### src/design/ice_basics_defines.svh
`ifndef ICE_BASICS_DEFINES_SVH
`define ICE_BASICS_DEFINES_SVH

// Command bytes
`define ICE_CMD_VER       8'h76
`define ICE_CMD_Q_I2C     8'h49
`define ICE_CMD_S_I2C     8'h69
`define ICE_CMD_Q_GOC     8'h4F
`define ICE_CMD_S_GOC     8'h6F

// Subcommands, GOC falls back to speed on anything else
`define ICE_SUB_SPEED     8'h63
`define ICE_SUB_ADDR      8'h61
`define ICE_SUB_POL       8'h6F
`define ICE_SUB_MODE      8'h70

`define ICE_RESP_ACK      8'h41
`define ICE_RESP_NAK      8'h4E

`define ICE_VER_MAJOR     8'h00
`define ICE_VER_MINOR     8'h02

// Setting values out of reset
`define ICE_RST_I2C_SPEED 8'd99
`define ICE_RST_I2C_ADDR  16'hFFFF
`define ICE_RST_GOC_SPEED 22'h30D400
`define ICE_RST_GOC_MODE  1'b1

// Response path sizing
`define ICE_RESP_CREDITS  4
`define ICE_RESP_DEPTH    8

`endif

### src/design/ice_basics_pkg.sv
`default_nettype none

package ice_basics_pkg;

	typedef logic [7:0] byte_t;
	typedef logic [21:0] goc_speed_t;
	typedef logic [15:0] i2c_addr_t;

	// Master bus as seen by the handler
	typedef struct packed {
		byte_t data;
		logic  valid;
		logic  frame;
	} ma_bus_t;

	// One received byte with its position in the frame
	typedef struct packed {
		byte_t data;
		logic  start;
		logic  eid;
		logic  payload;
	} rx_byte_t;

	typedef struct packed {
		byte_t data;
		logic  last;
	} resp_byte_t;

	typedef enum logic [2:0] {
		SEL_NONE,
		SEL_I2C_SPEED,
		SEL_I2C_ADDR,
		SEL_GOC_SPEED,
		SEL_GOC_POL,
		SEL_GOC_MODE
	} param_sel_t;

	typedef enum logic [2:0] {
		IDLE,
		HDR,
		SUB,
		VER,
		SET_DATA,
		SEND_HDR,
		SEND_DATA
	} ctrl_state_t;

endpackage

`default_nettype wire

### src/design/ice_frame_rx.sv
`timescale 1ns/10ps
`default_nettype none

module ice_frame_rx import ice_basics_pkg::*; (
	input  wire          clk,
	input  wire          rst,
	input  wire ma_bus_t ma,
	output rx_byte_t     rx
);

	logic       frame_q;
	logic [1:0] cnt;
	logic       start;

	// Rising edge of the frame bit marks the command byte
	assign start = ma.valid && ma.frame && !frame_q;

	always_ff @(posedge clk) begin
		if (rst) begin
			frame_q <= 1'b0;
			cnt <= '0;
			rx <= '0;
		end else begin
			frame_q <= ma.frame;
			rx.data <= ma.data;
			rx.start <= start;
			rx.eid <= ma.valid && ma.frame && !start && (cnt == 2'd1);
			// Third byte is the length and gets no flag
			rx.payload <= ma.valid && ma.frame && !start && (cnt == 2'd3);
			if (start)
				cnt <= 2'd1;
			else if (!ma.frame)
				cnt <= '0;
			else if (ma.valid && cnt != 2'd3)
				cnt <= cnt + 2'd1;
		end
	end

endmodule

`default_nettype wire

### src/design/ice_basics_ctrl.sv
`timescale 1ns/10ps
`default_nettype none
`include "ice_basics_defines.svh"

module ice_basics_ctrl import ice_basics_pkg::*; (
	input  wire           clk,
	input  wire           rst,
	input  wire rx_byte_t rx,
	input  wire           nak_request,
	input  wire byte_t    param_byte,
	input  wire           room,
	output param_sel_t    param_sel,
	output logic          param_load,
	output logic          param_shift,
	output logic          param_wr,
	output logic          push,
	output resp_byte_t    push_byte
);

	ctrl_state_t state;
	logic [1:0]  cnt;
	logic        phase;
	logic        nak_q;
	logic        nak_cmd;
	byte_t       cmd;
	byte_t       eid;
	byte_t       code;
	byte_t       ver_hi;
	param_sel_t  sel;
	param_sel_t  sub_sel;
	logic        known_cmd;
	logic        i2c_cmd;
	logic        is_query;
	logic        ver_match;

	function automatic logic [1:0] sel_bytes(param_sel_t s);
		case (s)
			SEL_I2C_ADDR:  return 2'd2;
			SEL_GOC_SPEED: return 2'd3;
			default:       return 2'd1;
		endcase
	endfunction

	assign known_cmd = rx.data inside {`ICE_CMD_VER, `ICE_CMD_Q_I2C, `ICE_CMD_S_I2C,
		`ICE_CMD_Q_GOC, `ICE_CMD_S_GOC};
	assign i2c_cmd = (cmd == `ICE_CMD_Q_I2C) || (cmd == `ICE_CMD_S_I2C);
	assign is_query = (cmd == `ICE_CMD_Q_I2C) || (cmd == `ICE_CMD_Q_GOC);
	assign ver_match = {ver_hi, rx.data} == {`ICE_VER_MAJOR, `ICE_VER_MINOR};
	assign param_wr = (state == SET_DATA) && rx.payload;
	assign param_sel = sel;

	// Subcommand decode, only used on the first payload byte
	always_comb begin
		sub_sel = SEL_NONE;
		if (i2c_cmd) begin
			if (rx.data == `ICE_SUB_SPEED)
				sub_sel = SEL_I2C_SPEED;
			else if (rx.data == `ICE_SUB_ADDR)
				sub_sel = SEL_I2C_ADDR;
		end else if (rx.data == `ICE_SUB_POL) begin
			sub_sel = SEL_GOC_POL;
		end else if (rx.data == `ICE_SUB_MODE) begin
			sub_sel = SEL_GOC_MODE;
		end else begin
			sub_sel = SEL_GOC_SPEED;
		end
	end

	always_ff @(posedge clk) begin
		if (state == IDLE && rx.start) begin
			cmd <= rx.data;
			nak_cmd <= nak_q;
		end
		if (state == HDR && rx.eid)
			eid <= rx.data;
		if (state == VER && rx.payload && cnt == 2'd2)
			ver_hi <= rx.data;
	end

	always_ff @(posedge clk) begin
		if (rst) begin
			state <= IDLE;
			cnt <= '0;
			phase <= 1'b0;
			nak_q <= 1'b0;
			sel <= SEL_NONE;
		end else begin
			// nak_request arrives with the bus byte, one cycle ahead of rx
			nak_q <= nak_request;
			case (state)
				IDLE: begin
					if (rx.start && room && (nak_q || known_cmd))
						state <= HDR;
				end
				HDR: begin
					if (rx.eid) begin
						if (nak_cmd) begin
							code <= `ICE_RESP_NAK;
							cnt <= 2'd0;
							state <= SEND_HDR;
						end else if (cmd == `ICE_CMD_VER) begin
							cnt <= 2'd2;
							state <= VER;
						end else begin
							state <= SUB;
						end
					end
				end
				VER: begin
					if (rx.payload) begin
						if (cnt == 2'd2) begin
							cnt <= 2'd1;
						end else begin
							code <= ver_match ? `ICE_RESP_ACK : `ICE_RESP_NAK;
							// Mismatch answers with our own version
							cnt <= ver_match ? 2'd0 : 2'd2;
							state <= SEND_HDR;
						end
					end
				end
				SUB: begin
					if (rx.payload) begin
						sel <= sub_sel;
						if (sub_sel == SEL_NONE) begin
							code <= `ICE_RESP_NAK;
							cnt <= 2'd0;
							state <= SEND_HDR;
						end else begin
							code <= `ICE_RESP_ACK;
							cnt <= sel_bytes(sub_sel);
							state <= is_query ? SEND_HDR : SET_DATA;
						end
					end
				end
				SET_DATA: begin
					if (rx.payload) begin
						cnt <= cnt - 2'd1;
						if (cnt == 2'd1)
							state <= SEND_HDR;
					end
				end
				SEND_HDR: begin
					phase <= !phase;
					if (phase)
						state <= (cnt == 2'd0) ? IDLE : SEND_DATA;
				end
				SEND_DATA: begin
					cnt <= cnt - 2'd1;
					if (cnt == 2'd1)
						state <= IDLE;
				end
				default: state <= IDLE;
			endcase
		end
	end

	// Code then EID, then payload bytes
	always_comb begin
		push = 1'b0;
		push_byte = '0;
		param_load = 1'b0;
		param_shift = 1'b0;
		case (state)
			SEND_HDR: begin
				push = 1'b1;
				push_byte.data = phase ? eid : code;
				push_byte.last = phase && (cnt == 2'd0);
				param_load = !phase && is_query;
			end
			SEND_DATA: begin
				push = 1'b1;
				param_shift = is_query;
				push_byte.last = (cnt == 2'd1);
				if (cmd == `ICE_CMD_VER)
					push_byte.data = (cnt == 2'd2) ? `ICE_VER_MAJOR : `ICE_VER_MINOR;
				else
					push_byte.data = param_byte;
			end
			default: ;
		endcase
	end

endmodule

`default_nettype wire

### src/design/ice_param_regs.sv
`timescale 1ns/10ps
`default_nettype none
`include "ice_basics_defines.svh"

module ice_param_regs import ice_basics_pkg::*; (
	input  wire             clk,
	input  wire             rst,
	input  wire param_sel_t param_sel,
	input  wire             param_load,
	input  wire             param_shift,
	input  wire             param_wr,
	input  wire byte_t      wr_byte,
	output byte_t           param_byte,
	output byte_t           i2c_speed,
	output i2c_addr_t       i2c_addr,
	output goc_speed_t      goc_speed,
	output logic            goc_polarity,
	output logic            goc_mode
);

	logic [23:0] shreg;

	assign param_byte = shreg[23:16];

	// Multi-byte settings arrive MSB first
	always_ff @(posedge clk) begin
		if (rst) begin
			i2c_speed <= `ICE_RST_I2C_SPEED;
			i2c_addr <= `ICE_RST_I2C_ADDR;
			goc_speed <= `ICE_RST_GOC_SPEED;
			goc_polarity <= 1'b0;
			goc_mode <= `ICE_RST_GOC_MODE;
		end else if (param_wr) begin
			case (param_sel)
				SEL_I2C_SPEED: i2c_speed <= wr_byte;
				SEL_I2C_ADDR:  i2c_addr <= {i2c_addr[7:0], wr_byte};
				SEL_GOC_SPEED: goc_speed <= {goc_speed[13:0], wr_byte};
				SEL_GOC_POL:   goc_polarity <= wr_byte[0];
				SEL_GOC_MODE:  goc_mode <= wr_byte[0];
				default: ;
			endcase
		end
	end

	// Query shifter, left aligned so the top byte goes first
	always_ff @(posedge clk) begin
		if (param_load) begin
			case (param_sel)
				SEL_I2C_SPEED: shreg <= {i2c_speed, 16'h0000};
				SEL_I2C_ADDR:  shreg <= {i2c_addr, 8'h00};
				SEL_GOC_SPEED: shreg <= {2'b00, goc_speed};
				SEL_GOC_POL:   shreg <= {7'd0, goc_polarity, 16'h0000};
				SEL_GOC_MODE:  shreg <= {7'd0, goc_mode, 16'h0000};
				default:       shreg <= '0;
			endcase
		end else if (param_shift) begin
			shreg <= {shreg[15:0], 8'h00};
		end
	end

endmodule

`default_nettype wire

### src/design/ice_resp_tx.sv
`timescale 1ns/10ps
`default_nettype none
`include "ice_basics_defines.svh"

module ice_resp_tx import ice_basics_pkg::*; (
	input  wire             clk,
	input  wire             rst,
	input  wire             push,
	input  wire resp_byte_t push_byte,
	input  wire             resp_credit,
	output logic            room,
	output resp_byte_t      resp,
	output logic            resp_valid
);

	localparam int PTR_W = $clog2(`ICE_RESP_DEPTH);
	localparam int CNT_W = $clog2(`ICE_RESP_DEPTH + 1);
	localparam int CRD_W = $clog2(`ICE_RESP_CREDITS + 1);
	// Code, EID and up to three payload bytes
	localparam int MAX_RESP = 5;

	resp_byte_t       mem [`ICE_RESP_DEPTH];
	logic [PTR_W-1:0] wr_ptr;
	logic [PTR_W-1:0] rd_ptr;
	logic [CNT_W-1:0] fill;
	logic [CRD_W-1:0] credits;
	logic             pop;

	assign resp_valid = (fill != '0) && (credits != '0);
	assign pop = resp_valid;
	assign resp = mem[rd_ptr];
	assign room = fill <= CNT_W'(`ICE_RESP_DEPTH - MAX_RESP);

	always_ff @(posedge clk) begin
		if (push)
			mem[wr_ptr] <= push_byte;
	end

	always_ff @(posedge clk) begin
		if (rst) begin
			wr_ptr <= '0;
			rd_ptr <= '0;
			fill <= '0;
			credits <= CRD_W'(`ICE_RESP_CREDITS);
		end else begin
			if (push)
				wr_ptr <= wr_ptr + 1'b1;
			if (pop)
				rd_ptr <= rd_ptr + 1'b1;
			fill <= fill + CNT_W'(push) - CNT_W'(pop);
			// One credit per byte sent, one back per consumer pulse
			credits <= credits + CRD_W'(resp_credit) - CRD_W'(pop);
		end
	end

endmodule

`default_nettype wire

### src/design/ice_basics.sv
`timescale 1ns/10ps
`default_nettype none

module ice_basics import ice_basics_pkg::*; (
	input  wire          clk,
	input  wire          rst,
	input  wire ma_bus_t ma,
	input  wire          nak_request,
	input  wire          resp_credit,
	output resp_byte_t   resp,
	output logic         resp_valid,
	output byte_t        i2c_speed,
	output i2c_addr_t    i2c_addr,
	output goc_speed_t   goc_speed,
	output logic         goc_polarity,
	output logic         goc_mode
);

	rx_byte_t   rx;
	param_sel_t param_sel;
	logic       param_load;
	logic       param_shift;
	logic       param_wr;
	byte_t      param_byte;
	logic       room;
	logic       push;
	resp_byte_t push_byte;

	ice_frame_rx i_rx (
		.clk(clk), .rst(rst), .ma(ma), .rx(rx)
	);

	ice_basics_ctrl i_ctrl (
		.clk(clk), .rst(rst), .rx(rx), .nak_request(nak_request),
		.param_byte(param_byte), .room(room), .param_sel(param_sel),
		.param_load(param_load), .param_shift(param_shift), .param_wr(param_wr),
		.push(push), .push_byte(push_byte)
	);

	// Set writes take the payload byte straight from the receiver
	ice_param_regs i_regs (
		.clk(clk), .rst(rst), .param_sel(param_sel), .param_load(param_load),
		.param_shift(param_shift), .param_wr(param_wr), .wr_byte(rx.data),
		.param_byte(param_byte), .i2c_speed(i2c_speed), .i2c_addr(i2c_addr),
		.goc_speed(goc_speed), .goc_polarity(goc_polarity), .goc_mode(goc_mode)
	);

	ice_resp_tx i_tx (
		.clk(clk), .rst(rst), .push(push), .push_byte(push_byte),
		.resp_credit(resp_credit), .room(room), .resp(resp), .resp_valid(resp_valid)
	);

endmodule

`default_nettype wire

### config.mk
export PLATFORM = sky130hd
export DESIGN_NAME = ice_basics
export DESIGN_NICKNAME = d
export VERILOG_FILES = /design/src/design/ice_basics_pkg.sv /design/src/design/ice_frame_rx.sv /design/src/design/ice_basics_ctrl.sv /design/src/design/ice_param_regs.sv /design/src/design/ice_resp_tx.sv /design/src/design/ice_basics.sv
export VERILOG_INCLUDE_DIRS = /design/src /design/src/design
export SDC_FILE = /design/constraint.sdc
export NUM_CORES = 1
export LEC_CHECK = 0
export ABC_AREA = 1
export BUFFER_PORTS_ARGS = -buffer_cell sky130_fd_sc_hd__buf_4
export CAP_MARGIN = 40
export CELL_PAD_IN_SITES_DETAIL_PLACEMENT = 2
export CELL_PAD_IN_SITES_GLOBAL_PLACEMENT = 2
export CORE_UTILIZATION = 30
export CTS_BUF_LIST = sky130_fd_sc_hd__clkbuf_16
export CTS_CLUSTER_SIZE = 25
export DETAILED_ROUTE_END_ITERATION = 8
export PLACE_DENSITY_LB_ADDON = 0.1
export RECOVER_POWER = 50
export SYNTH_ARGS = -nofsm -noshare
export SYNTH_HDL_FRONTEND = slang
export SYNTH_SLANG_ARGS = --single-unit
### constraint.sdc
create_clock -name clk -period 6.7 [get_ports clk]
set_input_delay 0.335 -clock clk [delete_from_list [all_inputs] [get_ports clk]]
set_output_delay 0.335 -clock clk [all_outputs]
set_load 0.02 [all_outputs]
Yosys cells after proc, flatten, opt, wreduce, memory -nomap -nowiden
Memory sizes are Yosys's and may differ from the RTL's. A register that Yosys moved wholly into a read port is not among the register bits.
Cells that the tools add are included.
{ "word_totals": {"reg_bits": 142, "mem_bits_rw": 72, "input_bits": 14, "out_inout_bits": 58, "wordCells": 180, "mem_count": 1} }
{ "op_classes": {"addsub": 8, "magnitude_cmp": 1, "eq_ne": 43, "n_mux": 56, "n_bitwise": 2, "n_reduce_logical": 42} }
{ "mem_list": {"columns": ["memory", "words", "width", "read_ports", "rd_clocked_by_memory_dff", "wr", "line_no", "text"], "rows": [
  ["i_tx.mem", 8, 9, 1, 1, 1, "ice_resp_tx.sv:22", "resp_byte_t mem [`ICE_RESP_DEPTH];"]
]} }
{ "ops": {"columns": ["op", "n"], "rows": [
  ["24-bit case mux with 5 select lines", 1],
  ["8-bit by 7-bit == test with 1-bit output (second input constant)", 12],
  ["8-bit two-way mux", 7],
  ["3-bit two-way mux", 18],
  ["24-bit two-way mux", 2],
  ["8-bit case mux with 3 select lines", 1],
  ["2-bit two-way mux", 11],
  ["3-bit case mux with 7 select lines", 1],
  ["3-bit by 2-bit == test with 1-bit output (second input constant)", 6],
  ["9-bit case mux with 2 select lines", 1],
  ["16-bit by 2-bit == test with 1-bit output (second input constant)", 1],
  ["1-bit logical AND", 16],
  ["2-bit != test (second input constant)", 8],
  ["3-bit == test (second input constant)", 5],
  ["2-bit AND reduction", 6],
  ["1-bit two-way mux", 10],
  ["2-bit case mux with 5 select lines", 1],
  ["5-bit nonzero test", 2],
  ["9-bit AND reduction", 1],
  ["4-bit two-way mux", 2],
  ["7-bit AND reduction", 1],
  ["3-bit by 1-bit adder with 3-bit output (second input constant)", 2],
  ["3-bit by 1-bit == test with 1-bit output (second input constant)", 2],
  ["3-bit zero test", 2],
  ["other kinds (23)", 33]
]} }

Logic depth before layout (Yosys ltp)
Gate-level depths: netlist (run 1).
{ "depth": {"depth_word": 9, "depth_mapped": 13, "ltp_nobuf": 13} }

By module
Synthesis (run 1) repeated with hierarchy kept, for this count alone.
{ "hier_totals": {"hier_cells": 1068, "area_unflattened_um2": 9536.6} }
{ "modules_own_cells": {"columns": ["mod", "n_inst", "cells_each", "area_each_um2", "seq_area_each_um2"], "rows": [
  ["ice_resp_tx", 1, 393, 3913.8, 2482.4],
  ["ice_param_regs", 1, 367, 3030.4, 1681.6],
  ["ice_basics_ctrl", 1, 251, 2102.0, 1011.0],
  ["ice_frame_rx", 1, 57, 490.5, 280.3]
]} }

Worst setup path after synthesis (run 1)
Ideal clock, no wire load.
{ "synth_path": {"path_type": "register to register", "startpoint": "reg i_ctrl.cmd[7]", "endpoint": "reg i_regs.shreg[0], enable pin", "setup_ns": 0.413, "arrival_time_ns": 2.055, "required_ns": 6.287, "setup_slack_ns": 4.232, "stages_incl_launch_ff": 6, "n_path_buf": 0, "synth_period_minus_slack_ns": 2.468, "cell_sequence": "edfxtp_1 inv_1 nand2_1 nor3_2 nand3_1 a21oi_1"} }
{ "synth_via": {"elab_chain_len": 5, "word_cells_on_any_way": 7, "cone_classes": "2 x eq/ne; 2 x mux; 3 x reduce/logical"} }
{ "synth_rtl": {"columns": ["element", "line_no", "text"], "rows": [
  ["from (decl)", "ice_basics_ctrl.sv:25", "byte_t cmd;"],
  ["from (signal assigned)", "ice_basics_ctrl.sv:71", "cmd <= rx.data;"],
  ["8-bit by 7-bit == test with 1-bit output (no source line)", null, null],
  ["1-bit logical OR (*)", "ice_basics_ctrl.sv:47", "assign is_query = (cmd == `ICE_CMD_Q_I2C) || (cmd == `ICE_CMD_Q_GOC);"],
  ["1-bit logical AND", "ice_basics_ctrl.sv:168", "param_load = !phase && is_query;"],
  ["1-bit two-way mux", "ice_basics_ctrl.sv:163", "case (state)"],
  ["2-bit nonzero test (no source line) (*)", null, null],
  ["to (signal assigned)", "ice_param_regs.sv:49", "SEL_I2C_SPEED: shreg <= {i2c_speed, 16'h0000};"],
  ["to (signal assigned)", "ice_param_regs.sv:50", "SEL_I2C_ADDR: shreg <= {i2c_addr, 8'h00};"],
  ["to (signal assigned)", "ice_param_regs.sv:51", "SEL_GOC_SPEED: shreg <= {2'b00, goc_speed};"],
  ["to (decl)", "ice_param_regs.sv:21", "logic [23:0] shreg;"]
]} }
Every way passes the cells marked *; elsewhere a longest branch is shown, timed or not.
A chain may end at the register's enable or synchronous reset.

==> flow_summary_export.csv, run 1 <==
group,metric,value,unit
sta,tightest_slew,2670,ps
worst_setup_path,cp_data_required_time,7140,ps
layout,fill_cells,3220,
clock_tree,post_cts_resized,0,
worst_setup_path,cp_slowest_cell,"clkbuf_1",
clock_tree,path_clk_slew,60,ps
clock_tree,cts_tree,"done",
yosys,synthCells,895,
worst_setup_path,worstPathMaxFanout,54,
layout,fin_cells,1381,
worst_setup_path,cp-start-kind,"primary input",
yosys,synth_top_area_cell,"edfxtp_1",
routing,dr.pass1.iters,4,
yosys,synth-seq-area-share,0.617,
routing,num_vias,6652,
yosys,synth_top_family_by_area,"simple AND/OR/NAND/NOR gates",
flow_run,max-cap-violations,2,
layout,antenna_cells,0,
worst_setup_path,rrSetupSlack,3630,ps
routing,dr.max_layer_used,"met4",
clock_tree,cts_max_level,1,
grt,gr-total-overflow,0,
sta,finalMaxSlewViolations,87,
routing,drt-initial-drc-count,324,
routing,wl_met2,12.7,mm
grt,track_usage,0.180,
die,coreArea,28900,um2
layout,final_core_util,0.363,
sta,skew,17.8,ps
worst_setup_path,cpMostUsedCell,"clkbuf_1",
clock_tree,numCtsBuffers,25,
die,num_io_pins,72,
yosys,ys_ff_latch,211,
routing,drc_errors,0,
clock_tree,insertion_delay,540,ps
sta,fin_crit_sh,0.503,
sta,relSlewSlack,-0.781,
layout,multi_input_area,2810,um2
placed_design,port_buffers,71,
yosys,synth_compound_area_frac,0.128,
clock_tree,cts-root-buf,"clkbuf_16",
yosys,synth-edff-count,123,
yosys,syn_nets,925,
sta,whs,25.3,ps
worst_setup_path,path_cells,"clkbuf_1 -> clkinv_1 -> clkbuf_1 -> o21ai_0 -> a21oi_1",
routing,avgViaCountPerCell,4.82,
power_and_ir_drop,ir_drop,0.198,mV
layout,drive_gt1_frac,0.0953,
grt,grt_pass1_wl,42.1,mm
layout,ff_latch_area,5460,um2
sta,finalSetupViolCount,0,
die,fp.dieH,174,um
clock_tree,post-cts-setup-buffer-count,0,
yosys,syn_area,8840,um2
worst_setup_path,max_stage_delay,1910,ps
grt,grt_start_max_net_pins,55,
outcome,status,"finished, violations left",
yosys,synthFlopType,"edfxtp_1",
grt,antenna_found_initial,0,
die,die_area,30200,um2
routing,final_antenna_net_count,0,
yosys,synthSimpleGateAreaFrac,0.169,
yosys,yosys-top-cells-area,"edfxtp_1, dfxtp_1, nand2_1",
power_and_ir_drop,power.density,326,nW/um2
sta,fmax,0.297,GHz
layout,final_nets,1008,
power_and_ir_drop,p_leak,3.99,nW
yosys,synthAdderAreaFrac,0.0243,
routing,routed_wl,26.7,mm
placed_design,dp_hpwl,18.9,mm
outcome,violations,"max-capacitance violations, max-slew violations",
hold_path,hp-class,"in2reg",
worst_setup_path,cp_num_buf_inv,3,
die,die_w,174,um
sta,rsz0062_at_grt,"false",
yosys,synth.mux.area_fraction,0,
yosys,yosysWarnings,0,
clock_tree,clkSinkCount,211,
yosys,synth-xor-area-share,0.00198,
yosys,synth_cell_types,42,
routing,wl_met1,12.7,mm
clock_tree,cts_buffer_depth,3,
worst_setup_path,crit_family,"buffers and inverters",
worst_setup_path,end_kind,"register",
worst_setup_path,worstPathArrival,3810,ps
sta,setup_tns,0,ps
routing,wire_per_inst,19.3,um
yosys,yosysTopAreaCellShare,0.418,
die,initial_core_util,0.306,
yosys,syn_area_per_cell,9.88,um2
sta,final_hold_viol_count,0,
grt,grt_pass1_vias,7148,
placed_design,placed_cells_incl_taps,1330,
worst_setup_path,critPathKind,"in2reg",
layout,area_growth,18.3,%
sta,finalCriticalPeriod,3370,ps
routing,met3WireLength,840,um
die,num_rows,62,
placed_design,gp_congestion,0.767,
yosys,synthArstFlopShare,0,
[cells in the final DEF (no fill, tap or decap), types with 11 or more instances in the layout]
cell       synthesis  layout
a21oi_1           38      38
buf_4              1      30
clkbuf_1          18      51
clkbuf_16          0      25
dfxtp_1           88      88
edfxtp_1         123     123
ha_1              14      14
inv_1             90      95
nand2_1          142     143
nand3_1           35      35
nor2_1           128     131
nor3_1             9      12
o211ai_1          18      18
o21ai_0           70      73
o21ai_1           14      11
[per-stage QoR]
step / area (um2) / worst slack (ps) / total power (W)
floorplan: 8840 / 4230 / 0.00183
global placement: 9740 / 4030 / 0.00204
CTS: 10700 / 3730 / 0.00348
detailed placement: 9810 / 3990 / 0.00206
global route: 10500 / 2670 / 0.00359
finish: 10500 / 3330 / 0.00341
[worst paths after layout]
| check | startpoint | end | depth (start not counted) |
|---|---|---|---|
| worst max-delay path | rst | register | 5 |
| worst min-delay path | nak_request | i_ctrl.nak_q$_SDFF_PP0_ | 3 |
| worst max register to register | i_ctrl.state[2]$_SDFFE_PP0P_ | i_regs.shreg[6]$_SDFFCE_PN0P_ | 6 |
| worst min register to register | i_ctrl.nak_q$_SDFF_PP0_ | i_ctrl.nak_cmd$_DFFE_PP_ | 0 |
[sequential cells by signal, summed over array words and instances, names as in the netlist, 3 cells and up, named ones only]
register	count
i_ctrl.state	3
i_tx.mem	72
i_tx.rd_ptr	3
i_ctrl.cmd	8
i_ctrl.ver_hi	8
i_regs.shreg	24
i_tx.wr_ptr	3
i_tx.fill	4
i_rx.rx	11
i_ctrl.eid	8
i_regs.i2c_speed	8
i_regs.goc_speed	22
i_ctrl.param_sel	3
i_tx.credits	3
i_regs.i2c_addr	16
[cell type report]
class	count	area share
sequential	211	0.521
multi-input combinational	554	0.269
clock buffer	25	0.0598
timing repair buffer	88	0.0481
tap	384	0.0459
inverter	98	0.0352
clock inverter	21	0.0209
[logic make-up after synthesis]
logic type	Yosys count
DFF	211
and+or+nand+nor	345
buffers and inverters	130
AOI/OAI and AO/OA	191
xor gates and xnor gates	2
adders and majority gates	16
[power breakdown]
part / switching (W) / total, W / internal (W) / leakage, nW
Clock: 0.000557 / 0.00139 / 0.000838 / 0.424
Combinational: 0.000383 / 0.000594 / 0.000211 / 1.70
Sequential: 0.0000239 / 0.00142 / 0.00140 / 1.87
[cells in the mapped netlist, types with 8 or more instances]
cell type,instances
a21oi_1,38
a22o_1,8
a22oi_1,9
a31oi_1,10
clkbuf_1,18
dfxtp_1,88
edfxtp_1,123
ha_1,14
inv_1,90
nand2_1,142
nand3_1,35
nand4_1,8
nor2_1,128
nor3_1,9
o211ai_1,18
o21ai_0,70
o21ai_1,14
o22ai_1,10
[worst reg2reg max path: stages, from the launching register on]
cell and delay, ps:
dfxtp_1 490, nand2_1 150, nor2_1 340, nand2_1 180
inv_1 160, nand4_1 920, nor3_1 600
[per-layer routing]
metal  GRT usage  up-vias
li1            -     3241
met1       0.246     3272
met2       0.306      112
met3      0.0228       27
met4      0.0355        0
met5           0        -
[what timing repair did]
item / in CTS / in global routing
hold buffers: 4 / 0
endpoints found under the hold margin: 4 / 0
endpoints found under the setup margin: 0 / 0
(Power assumes the default switching activity.)
==> run 2, diff against run 1 <==
==> constraint.sdc (replaced) <==
create_clock -name clk -period 3 [get_ports clk]
set_input_delay 0.15 -clock clk [delete_from_list [all_inputs] [get_ports clk]]
set_output_delay 0.15 -clock clk [all_outputs]
set_load 0.02 [all_outputs]
==> run 2 against run 1 <==
Against the previous run:
- the flow now finishes without violations
- global-route usage grew 0.68 points
- final area is essentially flat
- sequential cell count unchanged
- core utilization about the same
- clock skew down 7.6 ps
- non-clock buffer count grew 13
- worst hold slack improved by 1.7 ps
- clock power grew 99%
- via count increased by 1.0%
- sequential power rose by 120%
- largest cell class unchanged
==> flow_summary_export.csv, run 2 (synthesis gave the netlist of run 1 again) <==
group,metric,value,unit
worst_setup_path,cp-start-kind,"register",
grt,antenna_found_initial,0,
routing,routed_wl,27.6,mm
power_and_ir_drop,ir_drop,0.316,mV
sta,setup_tns,0,ps
layout,antenna_cells,0,
layout,top_regs,"i_tx.mem: 72 flops, i_regs.shreg: 24 flops, i_regs.goc_speed: 22 flops",
grt,busiest_layer,"met2",
routing,final_antenna_net_count,0,
flow_run,max-cap-violations,0,
worst_setup_path,cp_slowest_cell,"inv_1",
die,coreArea,28900,um2
sta,finalSetupViolCount,0,
worst_setup_path,end_kind,"output port",
grt,gr-total-overflow,0,
grt,grt_pass1_vias,7227,
sta,fin_ws,375,ps
hold_path,hp-class,"in2reg",
sta,rsz0062_at_grt,"false",
clock_tree,post-cts-setup-buffer-count,0,
routing,avgViaCountPerCell,4.82,
worst_setup_path,crit_family,"buffers and inverters",
clock_tree,insertion_delay,530,ps
worst_setup_path,cp_data_required_time,2850,ps
sta,fmax,0.381,GHz
sta,finalMaxSlewViolations,0,
layout,final_nets,1021,
sta,finalCriticalPeriod,2630,ps
routing,drt-initial-drc-count,330,
clock_tree,cts-root-buf,"clkbuf_16",
sta,skew,10.2,ps
routing,num_vias,6719,
outcome,status,"finished, final reports clean",
routing,wire_per_inst,19.8,um
layout,largest_reg_flops,72,
routing,drc_errors,0,
worst_setup_path,worstPathArrival,2480,ps
clock_tree,cts_buffer_depth,3,
sta,tightest_slew,1150,ps
power_and_ir_drop,power.density,702,nW/um2
grt,grt_start_max_net_pins,51,
clock_tree,cts_tree,"done",
grt,grtUsageMet1,0.249,
layout,area_growth,18.4,%
sta,final_hold_viol_count,0,
worst_setup_path,critPathKind,"reg2out",
sta,fin_crit_sh,0.875,
die,initial_core_util,0.306,
worst_setup_path,worstPathMaxFanout,19,
placed_design,port_buffers,71,
layout,layout_common_cells,"nand2_1, nor2_1, edfxtp_1",
die,num_io_pins,72,
die,die_area,30200,um2
grt,grt_pass1_wl,43.5,mm
worst_setup_path,rrSetupSlack,470,ps
sta,whs,27.0,ps
clock_tree,clkSinkCount,211,
die,num_rows,62,
worst_setup_path,cpMostUsedCell,"buf_4",
placed_design,pre_cts_ws,559,ps
grt,met3_usage,0.0270,
routing,dr.pass1.iters,4,
grt,grtUsageMet2,0.320,
sta,relSlewSlack,0.230,
die,fp.dieH,174,um
clock_tree,cts_max_level,1,
die,die_w,174,um
worst_setup_path,cp_num_buf_inv,3,
placed_design,dp_hpwl,19.1,mm
layout,top_register,"i_tx.mem",
layout,drive_gt1_frac,0.0931,
layout,final_common_cell,"nand2_1",
worst_setup_path,max_stage_delay,510,ps
power_and_ir_drop,p_leak,4.06,nW
grt,track_usage,0.187,
worst_setup_path,path_cells,"buf_4 -> inv_1 -> o21ai_0 -> o22ai_1 -> nor2_1 -> a31oi_1 -> buf_4",
clock_tree,numCtsBuffers,25,
placed_design,gp_congestion,0.783,
clock_tree,path_clk_slew,60,ps
[run 2: cell type report]
type | count | area, um2
Fill cell | 3262 | 18400
Sequential cell | 211 | 5460
Multi-Input combinational cell | 554 | 2820
Clock buffer | 26 | 651
Timing Repair Buffer | 101 | 602
Tap cell | 384 | 480
Inverter | 98 | 368
Clock inverter | 20 | 97.6
[run 2: worst min-delay path, stage by stage]
cell and delay (ps):
buf_4 130, ha_1 130, inv_1 30, nor2_1 60
[run 2: stage by stage]
stage	total power (W)	utilization	instance area [um2]	cells
3_5_place_dp	0.00468	0.342	9860	1337
5_1_grt	0.00774	0.363	10500	1394
3_3_place_gp	0.00462	0.341	9840	1336
4_1_cts	0.00750	0.372	10700	1394
6_report	0.00735	0.363	10500	1394
2_1_floorplan	0.00411	-	8840	895
[run 2: worst paths after layout]
kind | to | from | depth (start not counted)
max | resp[6] | register | 7
min | i_tx.credits[0]$_SDFF_PP0_ | resp_credit | 4
max reg2reg | i_regs.goc_speed[1]$_SDFFE_PP0P_ | i_ctrl.state[1]$_SDFFE_PP0P_ | 8
min reg2reg | i_ctrl.nak_cmd$_DFFE_PP_ | i_ctrl.nak_q$_SDFF_PP0_ | 0
[run 2: per-layer routing]
| metal | part of all wire | vias up |
|---|---|---|
| li1 | - | 3246 |
| met2 | 0.48 | 102 |
| met5 | 0 | - |
| met4 | 0.017 | 0 |
| met1 | 0.46 | 3340 |
| met3 | 0.040 | 31 |
[run 2: report_power, final]
part | switching (W) | total, W | internal, W
Combinational | 0.000898 | 0.00141 | 0.000508
Sequential | 0.0000552 | 0.00318 | 0.00312
Clock | 0.00120 | 0.00276 | 0.00156
[run 2: timing repair]
action                                 4_1_cts  5_1_grt
endpoints found under the hold margin       13        0
hold buffers                                11        0
gates resized for setup                      0        0
setup endpoints to repair                    0        0
